`config.mk`:
```
export PLATFORM = sky130hd
export DESIGN_NAME = renderTimer
export DESIGN_NICKNAME = d
export VERILOG_FILES = /design/src/source/mandelPkg.sv /design/src/source/renderTimer.sv
export SDC_FILE = /design/constraint.sdc
export NUM_CORES = 1
export LEC_CHECK = 0
export BUFFER_PORTS_ARGS = -buffer_cell sky130_fd_sc_hd__buf_2
export CAP_MARGIN = 20
export CORE_MARGIN = 10
export CORE_UTILIZATION = 40
export CTS_BUF_LIST = sky130_fd_sc_hd__clkbuf_4 sky130_fd_sc_hd__clkbuf_8
export CTS_CLUSTER_SIZE = 20
export DETAILED_ROUTE_END_ITERATION = 16
export GPL_ROUTABILITY_DRIVEN = 0
export GPL_TIMING_DRIVEN = 1
export PLACE_DENSITY = 0.59
export RECOVER_POWER = 50
export SLEW_MARGIN = 20
export SYNTH_ARGS = -nofsm -noshare
export SYNTH_HDL_FRONTEND = slang
export SYNTH_SLANG_ARGS = --single-unit
```
`constraint.sdc`:
```
create_clock -name CLOCK_50 -period 3.2 [get_ports CLOCK_50]
set_clock_uncertainty 0.15 [all_clocks]
set_input_delay 0.64 -clock CLOCK_50 [delete_from_list [all_inputs] [get_ports CLOCK_50]]
set_output_delay 0.64 -clock CLOCK_50 [all_outputs]
set_load 0.005 [all_outputs]
```
`src/source/mandelPkg.sv`:
```
package mandelPkg;

  ////////////////////////////////////////////////////////////////////////////
  // Fixed point and iteration types
  ////////////////////////////////////////////////////////////////////////////

  localparam int FRAC_BITS = 32;            // Binary point position

  // 4 integer bits incl sign, 32 fraction bits
  typedef logic signed [35:0] fixedT;

  typedef logic [2:0]  colorT;              // Frame buffer pixel color
  typedef logic [15:0] iterT;               // Escape count

  ////////////////////////////////////////////////////////////////////////////
  // Stage payloads
  ////////////////////////////////////////////////////////////////////////////

  // One pixel to iterate
  typedef struct packed {
    fixedT      cx;                         // Real part of c
    fixedT      cy;                         // Imaginary part of c
    logic [9:0] px;                         // Screen column
    logic [8:0] py;                         // Screen row
  } pixelJobT;

  // Frame buffer write
  typedef struct packed {
    logic [18:0] addr;                      // Linear pixel address
    colorT       color;
  } pixelWriteT;

  // View latched at draw
  typedef struct packed {
    fixedT      upperLeftX;
    fixedT      upperLeftY;
    logic [3:0] zoom;                       // Step is 2^-(zoom+2)
  } viewT;

  ////////////////////////////////////////////////////////////////////////////
  // Top level defaults
  ////////////////////////////////////////////////////////////////////////////

  localparam int DEFAULT_WIDTH       = 640;
  localparam int DEFAULT_HEIGHT      = 480;
  localparam int DEFAULT_PROCS       = 4;
  localparam int DEFAULT_MAX_ITER    = 1000;
  localparam int DEFAULT_TICK_CYCLES = 50000;  // 1 ms at 50 MHz

endpackage
```
`src/source/renderTimer.sv`:
```
`timescale 1ns/10ps

module renderTimer #(
  parameter int tickCycles = mandelPkg::DEFAULT_TICK_CYCLES
) (
  input  logic        CLOCK_50,
  input  logic        rst,
  input  logic        start,
  input  logic        running,
  output logic [15:0] renderTicks
);

  localparam int               PRE_W    = (tickCycles > 1) ? $clog2(tickCycles) : 1;
  localparam logic [PRE_W-1:0] PRE_LAST = PRE_W'(tickCycles - 1);

  logic [PRE_W-1:0] prescale;             // Cycles into the current tick

  always_ff @(posedge CLOCK_50) begin
    if (rst || start) begin
      prescale    <= '0;
      renderTicks <= '0;
    end else if (running) begin
      if (prescale == PRE_LAST) begin
        prescale    <= '0;
        renderTicks <= renderTicks + 16'd1;
      end else begin
        prescale <= prescale + 1'b1;
      end
    end
    // Frozen while not running
  end

endmodule

```
; Word-level counts from Yosys, hierarchy flattened
; Cells that the tools add are included.
; W data, S select, Z words.
[totals]
word_cells = 8
regBits = 32
[op_classes]
mux = 1
eq_ne = 1
add_sub_neg = 2
n_reduce_logical = 2
[op_table]
columns = operator, n
row1 = $add A16 B1 Y16 const B, 2
row2 = $eq A16 B16 Y1 const B, 1
row3 = $mux W16, 1
row4 = $reduce_and A2 Y1, 1
row5 = $logic_or A1 B1 Y1, 1

; Logic depth before layout (Yosys ltp)
[logic_depth]
word_depth = 2
mapped_depth = 7
mapped_depth_nobuf = 5

; Worst setup path before layout
; OpenSTA, ideal clock, no wires.
[synth_path]
path_type = input port to flip-flop
start = input port running
end = register renderTicks[4]
arrival_ps = 1977
required_ps = 2980
path_slack_ps = 1002
cell_stages = 6
path_cell_list = buf_2 > and4_1 > nand4_2 > buf_6 > or4_1 > a21oi_1
[synth_between]
elab_chain_len = 1
[synth_rtl]
columns = element, line_no
row1 = start: declaration, renderTimer.sv:9  ; input logic running,
row2 = $reduce_and A2 Y1 (no line), -
row3 = end signal: assignment, renderTimer.sv:25  ; renderTicks <= renderTicks + 16'd1;
row4 = end: declaration, renderTimer.sv:10  ; output logic [15:0] renderTicks
; No other way between the ends.
; A chain may end at the register's enable or synchronous reset.

; Worst setup path in the final report
[layout_path]
start = register prescale[0]
end = register renderTicks[13]
[layout_between]
elab_chain_len = 2
[layout_rtl]
columns = element, line_no
row1 = start: declaration, renderTimer.sv:16  ; logic [PRE_W-1:0] prescale;
row2 = start signal: assignment, renderTimer.sv:27  ; prescale <= prescale + 1'b1;
row3 = $eq A16 B16 Y1, renderTimer.sv:23  ; if (prescale == PRE_LAST) begin
row4 = $reduce_and A2 Y1 (no line), -
; No other way between the ends.

==> reports/results.txt <==
Pwr Density -> 420 nW/um^2
fin crit period -> 2300 ps
leading cell types by total area after synthesis -> dfxtp_1, a21oi_1, o31ai_1
die area -> 6830 sq um
Initial Util -> 42.2%
relative slew slack -> 29.8%
vias per inst -> 5.83
Yosys warnings -> 0
FF-to-FF Start -> prescale[0]$_SDFFE_PP0P_
type of origin of the critical path -> flip-flop
DP Area -> 1690 sq um
Hold Path Class -> reg -> reg
area of the core -> 3720 sq um
RSZ-0062 raised after global routing -> no
# clock sinks -> 32
Hold Startpoint -> renderTicks[15]$_SDFFE_PP0P_
critical path required time -> 3250 ps
top cell type's share of synthesized area -> 40.8%
total grt overflow -> 0
GRT Resource Usage Total -> 11.6%
Setup CP Type -> reg -> reg
Syn Area/Cell -> 8.86 sq um
status -> complete, no violations
total CTS buffers -> 5
Pleak -> 0.000536 uW
critical path startpoint -> prescale[0]$_SDFFE_PP0P_
post-synth cell types -> 34
Worst Max-Slew Pin Slew -> 1050 ps
Mapped Nets -> 183
Finished Cell Area -> 1770 sq um
CP delay by family, top -> simple AND/OR/NAND/NOR gates
worst hold slack -> 338 ps
initial antenna violation count -> 0
Resize count post-CTS -> 0
Clk pin slew, worst setup/hold paths -> 70 ps
num ports -> 20
vias -> 1423
Die Y-Extent -> 82.6 um
Max Cap Violations -> 0
Clock Latency Late Sink -> 280 ps
TritonCTS clock tree -> yes
DP HPWL -> 2530 um
Crit path buffers/inverters -> 0
H-tree levels -> 2
drt first-iter violations -> 72
Slew Limit Fails -> 0
overall power -> 742 uW
cts hold-fix bufs -> 0
# DRC -> 0
Longest Clk Path Bufs -> 2
via count of the first global-routing pass -> 1376
Mapped Cells -> 177
Slowest-stage cell, CP -> or4_1
wirelength, routed -> 3610 um
fmax -> 435 MHz
Finish-stage setup viols -> 0
TNS Setup -> 0 ps
die width -> 82.6 um
largest net degree at the start of global routing -> 19
post-CTS setup buffer count -> 0
first-pass GRT wire length -> 6270 um
CP max stage delay -> 610 ps
Worst Setup End Kind -> flip-flop
Site Rows -> 22
Mapped Area -> 1570 sq um
commonest non-fill, non-tap cell in the layout -> dfxtp_1
Seq cells post-synth -> 32
final hold viol count -> 0
Final period util -> 71.8%
crit-path cells -> ha_1, and4_1, nand4_2, or4_1, a21oi_1
P&R area growth vs syn -> 12.7%
layout cells sized above 1 -> 9.69%
Max VDD drop -> 243 uV
sequential share of the synthesized area -> 40.8%
# diodes -> 0
Nets -> 202
post-detailed-route count of antenna-violating nets -> 0
drt pass-1 iters -> 4
DR WL/cell -> 14.8 um
root buf cell -> clkbuf_8
highest-count cells in the layout ignoring fill and taps -> dfxtp_1, nor2_1, a21oi_1
CP Data Arrival Time -> 2350 ps
PortBufs -> 19
worst-path maximum fanout -> 18
leading area contributor after synthesis -> dfxtp_1
metal layers:
metal	global-route usage, %	part of all wire, %
met3	4.21	7.4
met4	5.52	2.2
met5	0	0
met1	12.5	42
met2	19.6	49
metrics by stage:
stage          setup WS (ps)  utilization, %  instances
5_1_grt                  708            47.6        244
4_1_cts                  884            48.0        244
3_5_place_dp             720            45.4        237
3_3_place_gp             789            45.4        237
6_report                 903            47.6        244
2_1_floorplan           1000               -        177
cell type report:
| type | count | area, sq um |
|---|---|---|
| fill | 371 | 1950 |
| sequential | 32 | 641 |
| clock buffer | 7 | 96.3 |
| timing repair buffer | 19 | 80.1 |
| multi-input combinational | 135 | 880 |
| inverter | 3 | 11.3 |
| tap | 48 | 60.1 |
worst reg2reg max path: cells and delay by family (launching register included):
family                     cells  cell delay [ps]
DFF                            1              380
AOI/OAI and AO/OA              1              170
adders and majority gates      1              230
and+or+nand+nor                3             1280
flip-flops by register name, summed over array words and instances, names as in the netlist:
register and cells:
prescale 16, renderTicks 16
synthesized netlist by cell type, drive strengths merged:
| cell type | instances |
|---|---|
| o31ai | 11 |
| buf | 3 |
| nor4bb | 1 |
| or4 | 11 |
| or2 | 2 |
| nand2 | 13 |
| nand3 | 8 |
| nor2 | 17 |
| or4b | 1 |
| nand4 | 11 |
| nor4 | 1 |
| xor2 | 6 |
| or3 | 3 |
| and2 | 1 |
| and4 | 6 |
| o41ai | 1 |
| dfxtp | 32 |
| xnor2 | 8 |
| nor3 | 2 |
| a21oi | 17 |
| and4bb | 3 |
| mux2i | 1 |
| clkbuf | 4 |
| nor4b | 1 |
| o21ai | 4 |
| nand2b | 1 |
| ha | 2 |
| and3 | 3 |
| inv | 3 |
kinds of logic (layout without fill, tap and decap cells):
kind of cell	Yosys count	after routing	share of synthesized area (%)
AND/OR/NAND/NOR	85	85	33.6
AO/OA/AOI/OAI	33	33	12.5
flip-flops	32	32	40.8
XOR/XNOR	14	14	7.82
buffers and inverters	10	29	3.03
adder cells (fa/ha/maj)	2	2	1.59
multiplexers	1	1	0.638
path summary, 6_finish.rpt:
check             cells after the start  slack, ps                           end
hold reg to reg                       2        340  renderTicks[15]$_SDFFE_PP0P_
setup / recovery                      5        900  renderTicks[13]$_SDFFE_PP0P_
setup reg to reg                      5        900  renderTicks[13]$_SDFFE_PP0P_
hold / removal                        2        340  renderTicks[15]$_SDFFE_PP0P_
power by group:
group / switching, uW / internal, uW
sequential: 0.885 / 399
clock: 138 / 191
combinational: 9.02 / 3.65
No activity file was read; power rests on OpenSTA's default activity.
