===== src/source/mandelPkg.sv =====
package mandelPkg;

  ////////////////////////////////////////////////////////////////////////////
  // Fixed point and iteration types
  ////////////////////////////////////////////////////////////////////////////

  localparam int FRAC_BITS = 32;            // Binary point position

  // 4 integer bits incl sign, 32 fraction bits
  typedef logic signed [35:0] fixedT;

  typedef logic [2:0]  colorT;              // Frame buffer pixel color
  typedef logic [15:0] iterT;               // Escape count

  ////////////////////////////////////////////////////////////////////////////
  // Stage payloads
  ////////////////////////////////////////////////////////////////////////////

  // One pixel to iterate
  typedef struct packed {
    fixedT      cx;                         // Real part of c
    fixedT      cy;                         // Imaginary part of c
    logic [9:0] px;                         // Screen column
    logic [8:0] py;                         // Screen row
  } pixelJobT;

  // Frame buffer write
  typedef struct packed {
    logic [18:0] addr;                      // Linear pixel address
    colorT       color;
  } pixelWriteT;

  // View latched at draw
  typedef struct packed {
    fixedT      upperLeftX;
    fixedT      upperLeftY;
    logic [3:0] zoom;                       // Step is 2^-(zoom+2)
  } viewT;

  ////////////////////////////////////////////////////////////////////////////
  // Top level defaults
  ////////////////////////////////////////////////////////////////////////////

  localparam int DEFAULT_WIDTH       = 640;
  localparam int DEFAULT_HEIGHT      = 480;
  localparam int DEFAULT_PROCS       = 4;
  localparam int DEFAULT_MAX_ITER    = 1000;
  localparam int DEFAULT_TICK_CYCLES = 50000;  // 1 ms at 50 MHz

endpackage

===== src/source/coordGenerator.sv =====
`timescale 1ns/10ps

module coordGenerator #(
  parameter int screenWidth  = mandelPkg::DEFAULT_WIDTH,
  parameter int screenHeight = mandelPkg::DEFAULT_HEIGHT
) (
  input  logic                CLOCK_50,
  input  logic                rst,
  input  logic                draw,       // Already qualified by done
  input  mandelPkg::viewT     view,
  input  logic                jobReady,
  output logic                jobValid,
  output mandelPkg::pixelJobT job,
  output logic                allIssued
);
  import mandelPkg::*;

  localparam logic [9:0] LAST_X = 10'(screenWidth - 1);
  localparam logic [8:0] LAST_Y = 9'(screenHeight - 1);

  fixedT leftX;                           // Row start for cx
  fixedT step;                            // Pixel pitch
  logic  start;
  logic  xfer;
  logic  lastPixel;

  assign start     = draw && allIssued;
  assign xfer      = jobValid && jobReady;
  assign lastPixel = (job.px == LAST_X) && (job.py == LAST_Y);

  // Frame control
  always_ff @(posedge CLOCK_50) begin
    if (rst) begin
      jobValid  <= 1'b0;
      allIssued <= 1'b1;
    end else if (start) begin
      jobValid  <= 1'b1;                  // First job next cycle
      allIssued <= 1'b0;
    end else if (xfer && lastPixel) begin
      jobValid  <= 1'b0;
      allIssued <= 1'b1;                  // Whole screen handed out
    end
  end

  // Raster walk, exact by repeated addition
  always_ff @(posedge CLOCK_50) begin
    if (start) begin
      leftX  <= view.upperLeftX;
      step   <= fixedT'(1) << (FRAC_BITS - 2 - int'(view.zoom));
      job.cx <= view.upperLeftX;
      job.cy <= view.upperLeftY;
      job.px <= '0;
      job.py <= '0;
    end else if (xfer && !lastPixel) begin
      if (job.px == LAST_X) begin
        // Wrap to next row
        job.px <= '0;
        job.py <= job.py + 9'd1;
        job.cx <= leftX;
        job.cy <= job.cy - step;          // Rows go down in y
      end else begin
        job.px <= job.px + 10'd1;
        job.cx <= job.cx + step;
      end
    end
  end

endmodule


===== config.mk =====
export PLATFORM = sky130hd
export DESIGN_NAME = coordGenerator
export DESIGN_NICKNAME = d
export VERILOG_FILES = /design/src/source/mandelPkg.sv /design/src/source/coordGenerator.sv
export SDC_FILE = /design/constraint.sdc
export NUM_CORES = 1
export LEC_CHECK = 0
export BUFFER_PORTS_ARGS = -buffer_cell sky130_fd_sc_hd__buf_4
export CORE_ASPECT_RATIO = 0.5
export CORE_UTILIZATION = 57
export DETAILED_ROUTE_END_ITERATION = 8
export GPL_TIMING_DRIVEN = 0
export MAX_ROUTING_LAYER = met4
export PLACE_DENSITY_LB_ADDON = 0.15
export SYNTH_ARGS = -nofsm -noshare
export SYNTH_HDL_FRONTEND = slang
export SYNTH_SLANG_ARGS = --single-unit
export TNS_END_PERCENT = 20

===== constraint.sdc =====
create_clock -name CLOCK_50 -period 4.27 [get_ports CLOCK_50]
set_clock_uncertainty 0.1 [all_clocks]
set_input_delay 0.854 -clock CLOCK_50 [delete_from_list [all_inputs] [get_ports CLOCK_50]]
set_output_delay 0.854 -clock CLOCK_50 [all_outputs]
set_load 0.01 [all_outputs]

-- Word-level counts from Yosys, hierarchy flattened
Index checks and enable logic that the tools add are counted.
- equality and inequality tests: 2
- muxes and demuxes: 10
- reduce and logical (&&, ||, !) cells: 11
- shift-type cells: 1
- $add $sub $neg: 5
- operator list (operator ; count):
    $mux W91 ; 2
    $mux W36 ; 2
    $add A36 B36 Y36 ; 1
    $shl A1 B32 Y36 const A ; 1
    $sub A36 B36 Y36 ; 1
    $add A10 B1 Y10 const B ; 1
    $eq A10 B10 Y1 const B ; 1
    $mux W10 ; 1
    $add A9 B1 Y9 const B ; 1
    $eq A9 B9 Y1 const B ; 1
    $mux W9 ; 1
    $reduce_bool A2 Y1 ; 3
    $sub A5 B4 Y6 const A ; 1
    $logic_and A1 B1 Y1 ; 5
    $mux W1 ; 4
    $reduce_and A2 Y1 ; 2
    $logic_not A1 Y1 ; 1
- register bits: 165
- word-level logic and storage cells: 37
- bits of input ports: 80
- output and inout port bits: 93

-- Depth between registers and ports, before layout
Gate-level depths: netlist of the first run.
- word-level depth: 6
- depth in mapped cells: 13

-- Least setup slack after synthesis of the first run
No wires, ideal clock.
- kind: input port to flip-flop
- start point: in draw
- end point: reg leftX[0] (enable)
- data required time: 3711 ps
- setup time: 459 ps
- stages: 4
- path buffers: 2
- data arrival time: 3406 ps
- slack: 305 ps
- cells stage by stage: nand2_1 inv_1 clkbuf_1 clkbuf_1
- longest elaborated chain between the ends: 1
- RTL lines (element ; RTL line ; text):
    start, declared ; coordGenerator.sv:9 ; input logic draw,
    $logic_and A1 B1 Y1 ; coordGenerator.sv:27 ; assign start = draw && allIssued;
    net start ; coordGenerator.sv:23 ; logic start;
    end signal, assigned ; coordGenerator.sv:48 ; leftX <= view.upperLeftX;
    end, declared ; coordGenerator.sv:21 ; fixedT leftX;
The timed path passes the listed nets, and every way through them passes these cells.
A chain may end at the register's enable or synchronous reset.

==> results of run 1 <==
## layout make-up
| type | instances | share of cell area |
|---|---|---|
| buffer | 35 | 0.0118 |
| clock inverter | 7 | 0.00370 |
| timing repair buffer | 175 | 0.112 |
| multi-input combinational | 776 | 0.409 |
| clock buffer | 25 | 0.0433 |
| tap | 227 | 0.0233 |
| inverter | 56 | 0.0173 |
| sequential | 161 | 0.380 |
| antenna | 1 | 0.000206 |
## sequential cells by signal, indices dropped and copies added (netlist names)
signal,count
allIssued,1
job,91
jobValid,1
leftX,36
step,32
## power groups by stage
stage | sequential (W) | combinational (W) | clock [W]
finish | 0.00193 | 0.00123 | 0.00151
global route | 0.00194 | 0.00135 | 0.00157
CTS | 0.00193 | 0.00121 | 0.00151
detailed placement | 0.00196 | 0.00120 | 0
global placement | 0.00197 | 0.00115 | 0
floorplan | 0.00197 | 0.000760 | 0
## worst max-delay path by stage
| stage | end | slack (ns) | cells past startpoint |
|---|---|---|---|
| after global routing | job[20] | 0.02 | 10 |
| after floorplan | leftX[0] | 0.31 | 4 |
| after global placement | leftX[10] | -1.08 | 5 |
| after detailed placement | job[81] | 0.36 | 11 |
| after CTS | job[49] | 0.32 | 13 |
| final | job[20] | 0.22 | 10 |
## cell usage in the layout, fill, tap and decap left out, drive strengths merged, types with 8 or more instances in the layout
cell type | netlist | layout
a21o | 27 | 27
nand4 | 13 | 13
xor2 | 35 | 35
nor2 | 73 | 73
and3 | 25 | 25
nand2b | 8 | 8
clkbuf | 33 | 58
a21oi | 95 | 95
ha | 66 | 66
o31ai | 18 | 18
o21ai | 97 | 97
nand2 | 118 | 118
edfxtp | 140 | 140
inv | 56 | 59
nor3 | 21 | 21
conb | 1 | 16
buf | 2 | 177
dfxtp | 21 | 21
a22o | 12 | 12
nand3 | 16 | 16
xnor2 | 42 | 42
## per-stage QoR
| step | instances | hold WS (ns) | area [um^2] | utilization |
|---|---|---|---|---|
| after floorplan | 1028 | 0.404 | 9940 | - |
| after CTS | 1462 | 0.410 | 12200 | 0.729 |
| after detailed placement | 1430 | 0.399 | 11600 | 0.695 |
| final | 1463 | 0.411 | 12200 | 0.730 |
| after global placement | 1427 | 0.395 | 11500 | 0.690 |
| after global routing | 1462 | 0.438 | 12200 | 0.730 |
## routing by layer
metal,vias up,routed length (um),GRT usage
li1,4120,-,-
met1,4074,12300,0.418
met2,405,13000,0.527
met3,47,3020,0.107
met4,0,651,0.0989
met5,-,0,-
## tightest hold or removal path, stage by stage, from the launching register on
cell	delay, ns
dfxtp_1	0.34
nand2_1	0.07
a21oi_1	0.05
## kinds of logic after synthesis
kind of cell / count (synthesis) / synth area share
AO/OA/AOI/OAI: 309 / 0.196
AND/OR/NAND/NOR: 303 / 0.141
flip-flops: 161 / 0.468
buffers and inverters: 91 / 0.0353
XOR/XNOR: 77 / 0.0682
adder cells (fa/ha/maj): 68 / 0.0876
multiplexers: 3 / 0.00304
other: 1 / 0.000379
## what timing repair did
action,4_1_cts,5_1_grt
buffers inserted,0,0
resized for setup,0,2
setup endpoints to repair,0,10
==> impl_metrics.tcl, run 1 <==
set metrics [dict create \
    synth_flop_cell "edfxtp_1" \
    finalHoldViolCount 0 \
    grt.total_usage 0.335 \
    drt-wirelength-per-cell_um 19.8 \
    grt_pass1_vias 8334 \
    clk_path_buf_depth 2 \
    synth_edf_count 140 \
    cp-end-kind "flop" \
    drive_above_1_share 0.181 \
    fmax_mhz 247 \
    power_w 0.00468 \
    root_buffer "clkbuf_16" \
    swShare 0.310 \
    worst-endpoint-required_ns 4.31 \
    yosys.cell_types.count 60 \
    cap_violations 0 \
    crit_chain "ha_1 -> nand2_1 -> nor3_1 -> and3_1 -> clkbuf_1 -> and2_1 -> or2_2 -> clkbuf_1 -> buf_1 -> o21ai_0" \
    core_area_mm2 0.0167 \
    viasPerCell 5.91 \
    synth_top_area_cell "edfxtp_1" \
    die_height_um 95.1 \
    worst-r2r-setup-slack_ns 0.22 \
    setup-violations-final 0 \
    antenna_found_initial 1 \
    slowest_stage "buf_1" \
    setup_slack_ns 0.215 \
    comb_power_share 0.263 \
    dieArea_mm2 0.0179 \
    vias 8646 \
    synth_area_per_cell_um2 9.76 \
    clockPowerShare 0.323 \
    yosysWarnings 0 \
    synth-seq-cells 161 \
    intPower_w 0.00322 \
    power_leakage_nw 5.14 \
    insertion_delay_ns 0.44 \
    min_path_type "flop to flop" \
    antenna_left 0 \
    status "finished, final reports clean" \
    io_buffers 172 \
    max_stage_delay_ns 0.70 \
    htreeDepth 4 \
    synthToLayoutAreaGrowth_pct 23.2 \
    p_per_area_mw_per_mm2 384 \
    post-place-ws_ns 0.357 \
    ctsHoldBuffers 0 \
    finalSetupTns_ns 0 \
    worst-setup-path-type "flop to flop" \
    rows 33 \
    synth_area_leaders "edfxtp_1 43%, ha_1 8.4%, a21oi_1 4.8%, o21ai_0 4.8%, nand2_1 4.5%" \
    final_max_slew_viol_count 0 \
    reg2reg_from "job[9]" \
    holdPathEnd "job[10]" \
    r2r-end "job[20]" \
    gp_congestion 0.988 \
    worstSetupStartpoint "job[9]" \
    final_nets 1370 \
    yosys-top-cells-count "140 x edfxtp_1, 118 x nand2_1, 95 x a21oi_1, 95 x o21ai_0, 73 x nor2_1" \
    tightest_slew_ns 0.905 \
    fin_crit_ns 4.05 \
    ff2ff_path_depth 10 \
    cts_tree "built" \
    yosysTopAreaCellShare 0.425 \
    post-route-drc-count 0 \
    multi_input_area_mm2 0.00498 \
    hold_depth 2 \
    crit_arrival_ns 4.09 \
    rsz0062_at_grt "no" \
    grt_max_degree 62 \
    cts_buffers 17 \
    place_hpwl_um 21700 \
    totalWireLength_um 28900 \
    final.fill_count 1267 \
    syn_inst 1013 \
    cts.sinks 161 \
    die_w_um 188 \
    critPathTopFamily "buffers and inverters" \
    relSlewSlack 0.397 \
    grt_pass1_wl_um 44000 \
    worstPathBufferInverterCount 3 \
    min_from "job[10]" \
    synthesis.area_mm2 0.00988 \
    async_flop_share 0 \
    grt-ovfl-total 0 \
    seq_area_frac_synth 0.468 \
    first_pass_iters 5 \
    seqPwrFrac 0.413 \
    start_util 0.592 \
    seq_area_mm2 0.00462 \
    cp_max_fo 10 \
    ios 173 \
    period_share 0.950 \
    worstSetupStartpointType "flop" \
    first_iter_violations 744 \
    cpMostUsedCell "clkbuf_1" \
    p_sw_w 0.00145 \
    synth.most_common_cell "edfxtp_1" \
    vdd_ir_drop_max_mv 0.286 \
    clk_pin_slew_ns 0.06 \
]
Note: power is estimated with default switching activity, not from simulation.
==> inputs of run 2 (changes only) <==
--- a/config.mk
+++ b/config.mk
@@ -12,6 +12,7 @@
 export GPL_TIMING_DRIVEN = 0
 export MAX_ROUTING_LAYER = met4
 export PLACE_DENSITY_LB_ADDON = 0.15
+export SETUP_SLACK_MARGIN = 0.4
 export SYNTH_ARGS = -nofsm -noshare
 export SYNTH_HDL_FRONTEND = slang
 export SYNTH_SLANG_ARGS = --single-unit
==> impl_metrics.tcl, run 2 (synthesis results as in run 1) <==
set metrics [dict create \
    status "finished, final reports clean" \
    rsz0062_at_grt "yes" \
    critPathTopFamily "compound AO/OA/AOI/OAI gates" \
    grt_max_degree 62 \
    crit_arrival_ns 4.05 \
    grt_pass1_vias 8160 \
    worst-r2r-setup-slack_ns 0.27 \
    htreeDepth 4 \
    start_util 0.592 \
    antenna_left 0 \
    hold_depth 2 \
    io_buffers 172 \
    die_height_um 95.1 \
    worst-endpoint-required_ns 4.31 \
    fmax_mhz 250 \
    p_per_area_mw_per_mm2 388 \
    cp-end-kind "flop" \
    path_depth 13 \
    worst-setup-path-type "flop to flop" \
    final_nets 1370 \
    worstSetupStartpointType "flop" \
    setup_slack_ns 0.265 \
    cap_violations 0 \
    cp-endpoint "job[47]" \
    rows 33 \
    vdd_ir_drop_max_mv 0.291 \
    drive_above_1_share 0.182 \
    ff2ff_path_depth 13 \
    cts_buffers 17 \
    antenna_found_initial 0 \
    setup-violations-final 0 \
    clk_pin_slew_ns 0.06 \
    antenna_cells 0 \
    synthToLayoutAreaGrowth_pct 23.7 \
    max_stage_delay_ns 0.45 \
    power_w 0.00474 \
    gp_congestion 0.975 \
    root_buffer "clkbuf_16" \
    tightest_slew_ns 0.899 \
    power_leakage_nw 5.14 \
    fin_crit_ns 4.00 \
    grt_pass1_wl_um 43400 \
    drt-wirelength-per-cell_um 19.8 \
    r2r-end "job[47]" \
    place_hpwl_um 21500 \
    totalWireLength_um 28900 \
    insertion_delay_ns 0.44 \
    ctsHoldBuffers 0 \
    dieArea_mm2 0.0179 \
    slowest_stage "o41ai_1" \
    ios 173 \
    period_share 0.938 \
    relSlewSlack 0.401 \
    first_iter_violations 772 \
    post-route-drc-count 0 \
    crit_chain "inv_1 -> ha_1 -> inv_1 -> fa_1 -> a21oi_1 -> o21ai_0 -> a31o_2 -> a21oi_1 -> o21ai_0 -> a21o_1 -> o41ai_1 -> xor2_1 -> o31ai_1" \
    die_w_um 188 \
    core_area_mm2 0.0167 \
    grt-ovfl-total 0 \
    cts.sinks 161 \
    viasPerCell 6.01 \
    clk_path_buf_depth 2 \
    regMostFlops "job" \
    final_cell_mix "172 x buf_4, 140 x edfxtp_1, 117 x nand2_1" \
    vias 8792 \
    layout_commonest_cell "buf_4" \
    reg2reg_from "job[19]" \
    first_pass_iters 5 \
    final_max_slew_viol_count 0 \
    top_regs "job (91), leftX (36), step (32)" \
    worstSetupStartpoint "job[19]" \
    cp_max_fo 3 \
    grt.total_usage 0.332 \
    cts_tree "built" \
    largest_reg_flops 91 \
    finalHoldViolCount 0 \
    worstPathBufferInverterCount 2 \
    post-place-ws_ns 0.308 \
    min_path_type "flop to flop" \
]
[run 2: where the power goes]
group | leakage, nW | total (W) | internal, W | switching [W]
sequential | 1.55 | 0.00193 | 0.00185 | 0.0000795
clock | 0.286 | 0.00157 | 0.000919 | 0.000647
combinational | 3.30 | 0.00124 | 0.000515 | 0.000724
[run 2: layout make-up]
cell class,count,area [um^2]
timing repair buffer,175,1360
multi-input combinational,776,5000
buffer,35,144
clock buffer,25,528
tap,227,284
sequential,161,4620
inverter,56,210
clock inverter,7,71.3
fill,1262,4460
[run 2: per-stage QoR]
stage	TNS, ns	instances	area [um^2]	utilization	hold WS [ns]
final	0	1462	12200	0.733	0.411
after global routing	0	1462	12200	0.733	0.432
after CTS	0	1462	12200	0.731	0.396
after detailed placement	0	1430	11600	0.695	0.392
after global placement	-10.43	1427	11500	0.690	0.403
after floorplan	0	1028	9940	-	0.404
[run 2: worst min-delay path, stage by stage, from the launching register on]
cell	delay, ns
dfxtp_1	0.34
nand2_1	0.07
a21oi_1	0.05
[run 2: what timing repair did]
item                                    CTS  global route
buffers inserted                          0             0
endpoints found under the setup margin    6            23
resized for setup                         1             6
[run 2: how the worst min path moves through the flow]
stage,startpoint,to
floorplan,job[10],job[10]
global placement,job[10],job[10]
detailed placement,job[10],job[10]
CTS,job[10],job[10]
global route,job[10],job[10]
finish,job[10],job[10]
[run 2: routing by layer]
layer	global-route usage	up-vias	share of wire
met1	0.439	4190	0.44
li1	-	4136	-
met5	-	-	0
met2	0.519	416	0.46
met3	0.0777	50	0.088
met4	0.0833	0	0.015
